### src/rtl/cisr_pkg.sv
/*
 * CISR sparse engine definitions
 * sizes, plain vector types and the packed structs shared by the SpMV blocks
 */
`default_nettype none

package cisr_pkg;

    // ******************************
    // sizes
    // ******************************
    localparam int NUM_LANES     = 4;
    localparam int NUM_ROWS      = 6;
    localparam int IN_FIFO_DEPTH = 4;
    localparam int OUT_CREDITS   = 4;
    localparam int ACC_BYTES     = 4;
    localparam int RESULT_BYTES  = NUM_ROWS * ACC_BYTES;
    // fifo pointer width, depth is a power of two
    localparam int FIFO_PTR_W    = $clog2(IN_FIFO_DEPTH);

    // ******************************
    // plain vector types
    // ******************************
    typedef logic signed [15:0] value_t;
    typedef logic [7:0]         col_t;
    typedef logic [7:0]         row_len_t;
    typedef logic [2:0]         row_id_t;
    typedef logic signed [31:0] acc_t;
    typedef logic [7:0]         byte_t;
    typedef logic [$clog2(NUM_LANES)-1:0]    lane_idx_t;
    typedef logic [$clog2(RESULT_BYTES)-1:0] byte_idx_t;
    typedef logic [$clog2(OUT_CREDITS+1)-1:0] credit_cnt_t;

    // empty lane marker in the column field
    localparam col_t COL_PAD = 8'hff;

    // ******************************
    // structs
    // ******************************
    typedef struct packed {
        value_t value;
        col_t   col;
    } lane_elem_t;

    typedef lane_elem_t [NUM_LANES-1:0] elem_group_t;

    typedef struct packed {
        logic    valid;
        value_t  value;
        row_id_t row;
    } dec_lane_t;

    typedef struct packed {
        logic                        last;
        dec_lane_t [NUM_LANES-1:0]   lanes;
    } dec_group_t;

    typedef acc_t [NUM_ROWS-1:0] result_vec_t;

endpackage

`default_nettype wire
### src/rtl/spmv_top.sv
/*
 * SpMV engine top
 * CISR input queues, row decoder, row sums and byte output
 */
`timescale 1ns/10ps
`default_nettype none

module spmv_top import cisr_pkg::*; (
    input  logic        clk,
    input  logic        rst_l,
    input  logic        row_len_valid,
    input  row_len_t    row_len,
    output logic        row_len_credit,
    input  logic        grp_valid,
    input  elem_group_t grp,
    output logic        grp_credit,
    output logic        out_valid,
    output byte_t       out_byte,
    input  logic        out_credit
);

    // ******************************
    // internal nets
    // ******************************
    row_len_t    len_head;
    logic [2:0]  len_level;
    logic        len_pop;
    elem_group_t grp_head;
    logic        grp_not_empty;
    logic        grp_pop;
    dec_group_t  dec;
    logic        dec_valid;
    result_vec_t sums;
    logic        result_ready;
    logic        capture;

    // row length queue, decoder reads its level
    credit_fifo #(.WIDTH($bits(row_len_t))) i_len_fifo (
        .clk, .rst_l,
        .in_valid (row_len_valid), .in_data (row_len),
        .pop      (len_pop),       .not_empty (),
        .level    (len_level),     .head (len_head),
        .credit   (row_len_credit)
    );

    // element group queue
    credit_fifo #(.WIDTH($bits(elem_group_t))) i_grp_fifo (
        .clk, .rst_l,
        .in_valid (grp_valid), .in_data (grp),
        .pop      (grp_pop),   .not_empty (grp_not_empty),
        .level    (),          .head (grp_head),
        .credit   (grp_credit)
    );

    cisr_row_decoder i_decoder (
        .clk, .rst_l,
        .len_head, .len_level, .len_pop,
        .grp_head, .grp_not_empty, .grp_pop,
        .dec, .dec_valid
    );

    row_accumulator i_accum (
        .clk, .rst_l, .dec, .dec_valid, .capture, .sums, .result_ready
    );

    result_serializer i_serializer (
        .clk, .rst_l, .sums, .result_ready, .capture,
        .out_valid, .out_byte, .out_credit
    );

endmodule

`default_nettype wire

### src/rtl/result_serializer.sv
/*
 * Result serializer
 * snapshots the row sums and sends them little endian as credited bytes
 */
`timescale 1ns/10ps
`default_nettype none

module result_serializer import cisr_pkg::*; (
    input  logic        clk,
    input  logic        rst_l,
    input  result_vec_t sums,
    input  logic        result_ready,
    output logic        capture,
    output logic        out_valid,
    output byte_t       out_byte,
    input  logic        out_credit
);

    typedef enum logic {
        SER_IDLE,
        SER_SEND
    } ser_state_t;

    ser_state_t  state;
    byte_idx_t   byte_idx;
    credit_cnt_t credits;
    // payload copy, no reset
    result_vec_t snap;
    logic [$bits(result_vec_t)-1:0] snap_bits;

    // take a result only when free
    assign capture   = (state == SER_IDLE) && result_ready;
    // row 0 sits at the low end, so plain byte order is little endian
    assign snap_bits = snap;
    assign out_byte  = snap_bits[{byte_idx, 3'b000} +: 8];
    // stall on zero credit, index holds so nothing is lost
    assign out_valid = (state == SER_SEND) && (credits != '0);

    always_ff @(posedge clk) begin
        if (capture) begin
            snap <= sums;
        end
    end

    // ******************************
    // send FSM and credit count
    // ******************************
    always_ff @(posedge clk or negedge rst_l) begin
        if (!rst_l) begin
            state    <= SER_IDLE;
            byte_idx <= '0;
            credits  <= credit_cnt_t'(OUT_CREDITS);
        end else begin
            // returned credit and spent byte may meet in one cycle
            credits <= credits + credit_cnt_t'(out_credit) - credit_cnt_t'(out_valid);
            case (state)
                SER_IDLE: begin
                    if (capture) begin
                        state <= SER_SEND;
                    end
                end
                SER_SEND: begin
                    if (out_valid) begin
                        if (byte_idx == byte_idx_t'(RESULT_BYTES - 1)) begin
                            state    <= SER_IDLE;
                            byte_idx <= '0;
                        end else begin
                            byte_idx <= byte_idx + 1'b1;
                        end
                    end
                end
                default: begin
                    state <= SER_IDLE;
                end
            endcase
        end
    end

endmodule

`default_nettype wire

### src/rtl/row_accumulator.sv
/*
 * Row accumulator
 * adds decoded elements into per row sums, flags a finished matrix
 */
`timescale 1ns/10ps
`default_nettype none

module row_accumulator import cisr_pkg::*; (
    input  logic        clk,
    input  logic        rst_l,
    input  dec_group_t  dec,
    input  logic        dec_valid,
    input  logic        capture,
    output result_vec_t sums,
    output logic        result_ready
);

    result_vec_t sums_next;
    // final group seen, sums land this cycle
    logic        fin_q;

    // ******************************
    // per row adders
    // ******************************
    always_comb begin
        for (int r = 0; r < NUM_ROWS; r++) begin
            // capture hands the old sums over, next matrix starts at zero
            sums_next[r] = capture ? acc_t'(0) : sums[r];
            for (int i = 0; i < NUM_LANES; i++) begin
                if (dec_valid && dec.lanes[i].valid && (dec.lanes[i].row == row_id_t'(r))) begin
                    sums_next[r] = sums_next[r] + acc_t'(dec.lanes[i].value);
                end
            end
        end
    end

    always_ff @(posedge clk or negedge rst_l) begin
        if (!rst_l) begin
            sums         <= '0;
            fin_q        <= 1'b0;
            result_ready <= 1'b0;
        end else begin
            sums  <= sums_next;
            fin_q <= dec_valid && dec.last;
            // set wins over clear, held until the serializer takes it
            if (fin_q) begin
                result_ready <= 1'b1;
            end else if (capture) begin
                result_ready <= 1'b0;
            end
        end
    end

endmodule

`default_nettype wire

### src/rtl/cisr_row_decoder.sv
/*
 * CISR row decoder
 * hands rows to lanes in CISR order and tags every element with its row id
 */
`timescale 1ns/10ps
`default_nettype none

module cisr_row_decoder import cisr_pkg::*; (
    input  logic        clk,
    input  logic        rst_l,
    input  row_len_t    len_head,
    input  logic [2:0]  len_level,
    output logic        len_pop,
    input  elem_group_t grp_head,
    input  logic        grp_not_empty,
    output logic        grp_pop,
    output dec_group_t  dec,
    output logic        dec_valid
);

    // per lane state
    row_len_t  rem     [NUM_LANES];
    row_id_t   cur_row [NUM_LANES];
    // next row to hand out
    row_id_t   next_row;

    logic      pad       [NUM_LANES];
    logic      need      [NUM_LANES];
    row_len_t  eff_rem   [NUM_LANES];
    row_id_t   eff_row   [NUM_LANES];
    row_len_t  rem_after [NUM_LANES];
    logic [2:0] need_cnt;
    lane_idx_t first_need;
    logic      found;
    logic      all_zero;
    row_id_t   rows_next;
    logic      last_grp;

    // ******************************
    // lane scan
    // ******************************
    always_comb begin
        need_cnt   = '0;
        first_need = '0;
        found      = 1'b0;
        for (int i = 0; i < NUM_LANES; i++) begin
            pad[i]  = (grp_head[i].col == COL_PAD);
            // live lane with its row used up
            need[i] = grp_not_empty && !pad[i] && (rem[i] == '0);
            if (need[i]) begin
                need_cnt = need_cnt + 3'd1;
                if (!found) begin
                    // lowest lane gets the earlier row
                    first_need = lane_idx_t'(i);
                    found      = 1'b1;
                end
            end
        end
        // one length per cycle, lowest needy lane first
        len_pop = found && (len_level != 3'd0);
        // group goes once its last missing length arrives
        grp_pop = grp_not_empty && ((need_cnt == 3'd0) || ((need_cnt == 3'd1) && len_pop));

        for (int i = 0; i < NUM_LANES; i++) begin
            eff_rem[i] = rem[i];
            eff_row[i] = cur_row[i];
            if (len_pop && (first_need == lane_idx_t'(i))) begin
                eff_rem[i] = len_head;
                eff_row[i] = next_row;
            end
            rem_after[i] = eff_rem[i];
            if (grp_pop && !pad[i]) begin
                rem_after[i] = eff_rem[i] - 1'b1;
            end
        end
        rows_next = next_row + row_id_t'(len_pop);

        // matrix done when all rows handed out and drained
        all_zero = 1'b1;
        for (int i = 0; i < NUM_LANES; i++) begin
            if (rem_after[i] != '0) begin
                all_zero = 1'b0;
            end
        end
        last_grp = grp_pop && (rows_next == row_id_t'(NUM_ROWS)) && all_zero;
    end

    // ******************************
    // state and output register
    // ******************************
    always_ff @(posedge clk or negedge rst_l) begin
        if (!rst_l) begin
            for (int i = 0; i < NUM_LANES; i++) begin
                rem[i]     <= '0;
                cur_row[i] <= '0;
            end
            next_row  <= '0;
            dec       <= '0;
            dec_valid <= 1'b0;
        end else begin
            for (int i = 0; i < NUM_LANES; i++) begin
                rem[i]               <= rem_after[i];
                cur_row[i]           <= eff_row[i];
                dec.lanes[i].valid   <= grp_pop && !pad[i];
                dec.lanes[i].value   <= grp_head[i].value;
                dec.lanes[i].row     <= eff_row[i];
            end
            // row numbering restarts with the next matrix
            next_row  <= last_grp ? '0 : rows_next;
            dec.last  <= last_grp;
            dec_valid <= grp_pop;
        end
    end

endmodule

`default_nettype wire

### src/rtl/credit_fifo.sv
/*
 * Credit FIFO
 * small input queue, head visible while not empty, one credit pulse per pop
 */
`timescale 1ns/10ps
`default_nettype none

module credit_fifo import cisr_pkg::*; #(
    parameter int WIDTH = 8
) (
    input  logic             clk,
    input  logic             rst_l,
    input  logic             in_valid,
    input  logic [WIDTH-1:0] in_data,
    input  logic             pop,
    output logic             not_empty,
    output logic [2:0]       level,
    output logic [WIDTH-1:0] head,
    output logic             credit
);

    // storage, no reset
    logic [WIDTH-1:0]      mem [IN_FIFO_DEPTH];
    logic [FIFO_PTR_W-1:0] wr_ptr;
    logic [FIFO_PTR_W-1:0] rd_ptr;
    logic                  push_ok;
    logic                  pop_ok;

    // host spends credits, so full should never be hit
    assign push_ok   = in_valid && (level != 3'(IN_FIFO_DEPTH));
    assign pop_ok    = pop && not_empty;
    assign not_empty = (level != 3'd0);
    // head shown same cycle as pop
    assign head      = mem[rd_ptr];

    always_ff @(posedge clk) begin
        if (push_ok) begin
            mem[wr_ptr] <= in_data;
        end
    end

    // ******************************
    // pointers, level, credit
    // ******************************
    always_ff @(posedge clk or negedge rst_l) begin
        if (!rst_l) begin
            wr_ptr <= '0;
            rd_ptr <= '0;
            level  <= '0;
            credit <= 1'b0;
        end else begin
            // pointers wrap on their own
            if (push_ok) begin
                wr_ptr <= wr_ptr + 1'b1;
            end
            if (pop_ok) begin
                rd_ptr <= rd_ptr + 1'b1;
            end
            level  <= level + 3'(push_ok) - 3'(pop_ok);
            // one pulse per entry freed, a cycle after the pop
            credit <= pop_ok;
        end
    end

endmodule

`default_nettype wire

### config.mk
export PLATFORM = sky130hd
export DESIGN_NAME = spmv_top
export DESIGN_NICKNAME = d
export VERILOG_FILES = /design/src/rtl/cisr_pkg.sv /design/src/rtl/spmv_top.sv /design/src/rtl/result_serializer.sv /design/src/rtl/row_accumulator.sv /design/src/rtl/cisr_row_decoder.sv /design/src/rtl/credit_fifo.sv
export SDC_FILE = /design/constraint.sdc
export NUM_CORES = 2
export LEC_CHECK = 0
export BUFFER_PORTS_ARGS = -buffer_cell sky130_fd_sc_hd__buf_2
export CAP_MARGIN = 20
export CORE_MARGIN = 2
export CORE_UTILIZATION = 38
export DETAILED_ROUTE_END_ITERATION = 10
export GPL_ROUTABILITY_DRIVEN = 0
export PLACE_DENSITY = 0.6
export SLEW_MARGIN = 20
export SYNTH_ARGS = -nofsm -noshare
export SYNTH_HDL_FRONTEND = slang
export SYNTH_SLANG_ARGS = --single-unit
### constraint.sdc
create_clock -name clk -period 18.27 [get_ports clk]
set_clock_uncertainty 0.2 [all_clocks]
set_input_delay 1.827 -clock clk [delete_from_list [all_inputs] [get_ports clk]]
set_output_delay 1.827 -clock clk [all_outputs]
set_load 0.02 [all_outputs]
### Yosys cells after proc, flatten, opt, wreduce, memory -nomap -nowiden

Memories as Yosys holds them, arrays and structs flattened.
Index checks and enable logic that the tools add are counted.

* mux-type cells: 68
* eq/ne operators: 32
* bitwise logic cells: 1
* shift-type cells: 1
* $add $sub $neg: 43
* reductions and logical operators: 80

Operators with widths (number)
* 2-to-1 mux 32 bit: 30
* adder 32 x 16 -> 32 bit: 24
* variable part select 192 x 9 -> 8 bit: 1
* 2-to-1 mux 8 bit: 8
* logical AND 1 bit: 56
* equality test 8 bit (second input constant): 4
* zero test 8 bit: 4
* nonzero test 8 bit: 4
* subtractor 8 x 1 -> 8 bit (second input constant): 4
* equality test 3 bit (second input constant): 9
* equality test 3 x 2 -> 1 bit (second input constant): 8
* 2-to-1 mux 1 bit: 19
* equality test 3 x 1 -> 1 bit (second input constant): 5
* zero test 3 bit: 5
* adder 3 x 1 -> 3 bit: 4
* 2-to-1 mux 3 bit: 4
* 2-to-1 mux 2 bit: 5
* nonzero test 3 bit: 3
* subtractor 3 x 1 -> 3 bit: 3
* adder 2 x 1 -> 2 bit (second input constant): 4
* adder 3 x 1 -> 3 bit (second input constant): 2
* inequality test 3 bit (second input constant): 2
* adder 5 x 1 -> 5 bit (second input constant): 1
* equality test 5 bit (second input constant): 1
* other kinds (11): 15

* memories: 2
* output and inout port bits: 11
* RAM bits: 416
* flip-flop bits (word level): 528
* logic and storage cells: 271

Memories
* i_grp_fifo.mem: words 4, width 96, rd ports 1, clocked after Yosys merged registers in 0, wr ports 1, RTL line credit_fifo.sv:23 `logic [WIDTH-1:0] mem [IN_FIFO_DEPTH];`
* i_len_fifo.mem: words 4, width 8, rd ports 1, clocked after Yosys merged registers in 0, wr ports 1, RTL line credit_fifo.sv:23

### Logic depth before layout (Yosys ltp)

An unclocked memory read counts as a cell.

* depth in word-level cells: 25
* mapped depth: 54

### Modules after synthesis

From an unflattened synthesis, not the netlist that was laid out.

* cell total of the unflattened synthesis: 8442
* area, all modules: 80677.4 um^2

By module, submodules not included
* row_accumulator: cells each 6867, area each 51127.8 um^2, sequential area each 4854.7 um^2, instances 1
* credit_fifo (i_grp_fifo): cells each 543, area each 14318.7 um^2, sequential area each 11731.3 um^2, instances 1
* result_serializer: cells each 412, area each 7882.6 um^2, sequential area each 5992.0 um^2, instances 1
* cisr_row_decoder: cells each 537, area each 5696.7 um^2, sequential area each 2927.8 um^2, instances 1
* credit_fifo (i_len_fifo): cells each 83, area each 1651.6 um^2, sequential area each 1161.1 um^2, instances 1

### Worst setup path before layout

Ideal clock, no wire load.

* path type: register -> register
* from: register i_serializer.state
* to: register i_accum.sums[62] in the netlist's numbering
* path buffers: 1
* stages on the path, launching flop included: 42
* path slack: 4.245 ns
* setup time: 0.125 ns
* data arrival time: 13.700 ns
* path through: dfrtp_1 -> nand2b_1 -> inv_1 -> clkbuf_1 -> nor3_1 -> o41a_1 -> o31ai_1 -> o31ai_1 -> a21oi_1 -> xnor2_1 -> mux2_2 -> ha_1 -> nand2_1 -> o32ai_1 -> o21a_1 -> nor2_1 -> o21bai_1 -> a21oi_1 -> (+6 left out) -> a21o_1 -> a21o_1 -> a21o_1 -> a21oi_1 -> xnor2_1 -> mux2_2 -> ha_1 -> a21o_1 -> a21o_1 -> a21o_1 -> a21oi_1 -> o22ai_1 -> o41ai_1 -> o21ai_0 -> o41ai_1 -> o21ai_0 -> xor2_1 -> mux2_2

RTL lines
* from (decl): RTL line result_serializer.sv:24 `ser_state_t state;`
* from (signal assigned): RTL line result_serializer.sv:50 `state <= SER_IDLE;`
* from (signal assigned): RTL line result_serializer.sv:59 `state <= SER_SEND;`
* from (signal assigned): RTL line result_serializer.sv:65 `state <= SER_IDLE;`
* to (signal assigned): RTL line row_accumulator.sv:43 `sums <= sums_next;`
* to (decl): RTL line row_accumulator.sv:14 `output result_vec_t sums,`

==> flow_summary.toml <==
[run_status]
status = "completed"

[cts]
numCtsBuffers = 104
clock_path_buffers = 3
path_clk_slew_ps = 60
cts_root_buf = "clkbuf_16"
cts_hold_buf = 0
cts_max_level = 3
cts_setup_buffers = 0
ctsResizeCount = 0
cts_sinks = 943
tritoncts = "done"
insertion_delay_ps = 800

[logic_synthesis]
synth_top_area_cell = "edfxtp_1"
synth_seq_cells = 943
synth.net_count = 9210
synth_edf_count = 608
ys_warn_count = 0
syn_inst = 8268
synthTopCellsByCount = "ha_1 (806), a21oi_1 (744), nand2_1 (720)"
synth_top_family_by_area = "compound AO/OA/AOI/OAI gates"
synth-xor-area-share_pct = 7.70
ys_seq_area_share_pct = 33.9
synthMuxAreaShare_pct = 8.06
synth_area_leaders = "edfxtp_1 (23%), ha_1 (13%), dfrtp_1 (11%), xnor2_1 (4.8%), a21oi_1 (4.7%)"
syn-cell-area_um2 = 78700
synthAdderAreaFrac_pct = 13.7
synth_most_common_cell = "ha_1"
synth_compound_area_share_pct = 19.5
async_reset_ff_share_pct = 35.5
yosysUniqueCellTypes = 99
synthSimpleGateAreaFrac_pct = 14.6
synth_top_flop_cell = "edfxtp_1"
post-synth-top-area-fraction_pct = 23.2
avgSynthCellArea_um2 = 9.51

[global_route]
grt_pass1_vias = 62700
grt_util_all_layers_pct = 22.5
antenna_found_initial = 23
grt_max_degree = 108
gr-total-overflow = 0
grt_pass1_wl_um = 367000

[placement]
place_hpwl_um = 183000
io_buffer_count = 119

[layout]
fin_nets = 9275
drive_gt1_share_pct = 10.5
syn_to_final_growth_pct = 9.44

[floorplanning]
die_h_um = 459
std_cell_rows = 166
core_um2 = 205000
die_area_um2 = 211000
start_util_pct = 38.3
pin_count = 120
die_w_um = 459

[setup_path]
worstPathRequired_ps = 18680
critPathKind = "reg2reg"
crit_fanout = 76
end_kind = "register"
crit_arrival_ps = 11950
critPathMostFrequentCell = "a21oi_1"
max_stage_delay_ps = 710
cp-start-kind = "register"
cp_slowest_cell = "buf_4"

[timing]
min_period_ps = 11540
maxSlewViolCount = 0
setup_violations = 0
relSlewSlack_pct = 17.2
tns_ps = 0
fin_crit_sh_pct = 63.2
worst_pin_slew_ps = 1240
report.final.hold_viol_count = 0
fmaxAchievable_ghz = 0.0867
rsz0062_at_grt = "false"

[drt]
drtIter0Drc = 5994
drc = 0
vias = 64800
wl_per_cell_um = 21.9
routed_via_density = 5.83
wirelength_um = 244000
dr.pass1.iters = 6
drtAntennaViolNets = 0

[worst_hold_path]
hold_class = "reg2reg"

[flow_run]
maxCapViolCount = 0
-- logic make-up after synthesis --
family | Yosys count
compound gates | 2430
simple gates | 2377
flops | 943
fa+ha+maj | 845
xor+xnor | 685
buf+inv | 548
mux | 440
-- cells in the final DEF (no fill, tap or decap), types with 23 or more instances in the layout --
| cell type | instances |
|---|---|
| clkbuf_16 | 104 |
| nand4_1 | 98 |
| nor2b_1 | 81 |
| a41oi_1 | 28 |
| nor2_1 | 596 |
| a21oi_1 | 744 |
| a211oi_1 | 85 |
| xor2_1 | 254 |
| xnor2_1 | 427 |
| edfxtp_1 | 608 |
| o21ai_0 | 531 |
| a21boi_0 | 33 |
| mux2i_1 | 66 |
| or2_2 | 29 |
| dfrtp_1 | 325 |
| inv_1 | 288 |
| or3_1 | 63 |
| nand3_1 | 151 |
| o21a_1 | 104 |
| a31o_2 | 30 |
| mux2_2 | 244 |
| fa_1 | 27 |
| o211ai_1 | 44 |
| nand2_1 | 720 |
| a21o_1 | 352 |
| nand2b_1 | 120 |
| mux4_2 | 130 |
| a31oi_1 | 92 |
| ha_1 | 806 |
| o21bai_1 | 82 |
| nor3_1 | 112 |
| o31ai_1 | 66 |
| and2_1 | 185 |
| and3_1 | 67 |
| buf_4 | 93 |
| buf_2 | 118 |
| clkbuf_1 | 23 |
-- critical path: cells and delay by family (launching register included) --
| family | cells | cell delay (ps) |
|---|---|---|
| flip-flops | 1 | 390 |
| buffers and inverters | 4 | 1390 |
| AND/OR/NAND/NOR | 10 | 2030 |
| multiplexers | 2 | 470 |
| adder cells (fa/ha/maj) | 5 | 1500 |
| AO/OA/AOI/OAI | 23 | 5120 |
| XOR/XNOR | 2 | 190 |
-- per-layer routing --
metal / routed length (µm) / GRT usage, %
met1: 105000 / 29.8
met2: 109000 / 36.1
met3: 19100 / 4.32
met4: 10800 / 9.06
met5: 255 / 0
-- final cells by class --
class | count | area, µm²
Antenna cell | 3 | 7.51
Timing Repair Buffer | 215 | 1360
Multi-Input combinational cell | 6777 | 50100
Clock inverter | 64 | 728
Tap cell | 2688 | 3360
Sequential cell | 943 | 26700
Clock buffer | 134 | 2790
Inverter | 292 | 1100
Fill cell | 19600 | 119000
-- worst paths after layout --
path | from | to | slack [ps] | cells past startpoint
hold reg to reg | i_accum.sums[38] | i_serializer.snap[38] | 240 | 0
min in group asynchronous | rst_l | i_len_fifo.wr_ptr[1] | 860 | 1
max in group asynchronous | rst_l | i_serializer.byte_idx[0] | 14930 | 3
hold / removal | i_accum.sums[38] | i_serializer.snap[38] | 240 | 0
setup / recovery | i_serializer.state | i_accum.sums[30] | 6730 | 46
setup reg to reg | i_serializer.state | i_accum.sums[30] | 6730 | 46
-- through the flow --
stage / utilization (%) / hold slack [ps] / worst slack, ps / instances / area (µm²)
floorplan: - / 204 / 4250 / 8268 / 78700
global placement: 40.2 / 225 / 7080 / 10900 / 82500
detailed placement: 40.2 / 225 / 6970 / 10900 / 82500
CTS: 41.9 / 241 / 6900 / 11100 / 86000
global route: 41.9 / 253 / 5680 / 11100 / 86100
finish: 41.9 / 239 / 6730 / 11100 / 86100
-- flip-flops by register name (all words and copies together), names as in the netlist, 5 cells and up --
name / flops
i_serializer.byte_idx: 5
i_accum.sums: 192
i_grp_fifo.mem: 384
i_decoder.dec: 81
i_decoder.rem: 32
i_len_fifo.mem: 32
i_serializer.snap: 192
Power is left out: the tool's default activity adds up to more than one toggle a clock period on the data nets, which glitch-free logic cannot reach.
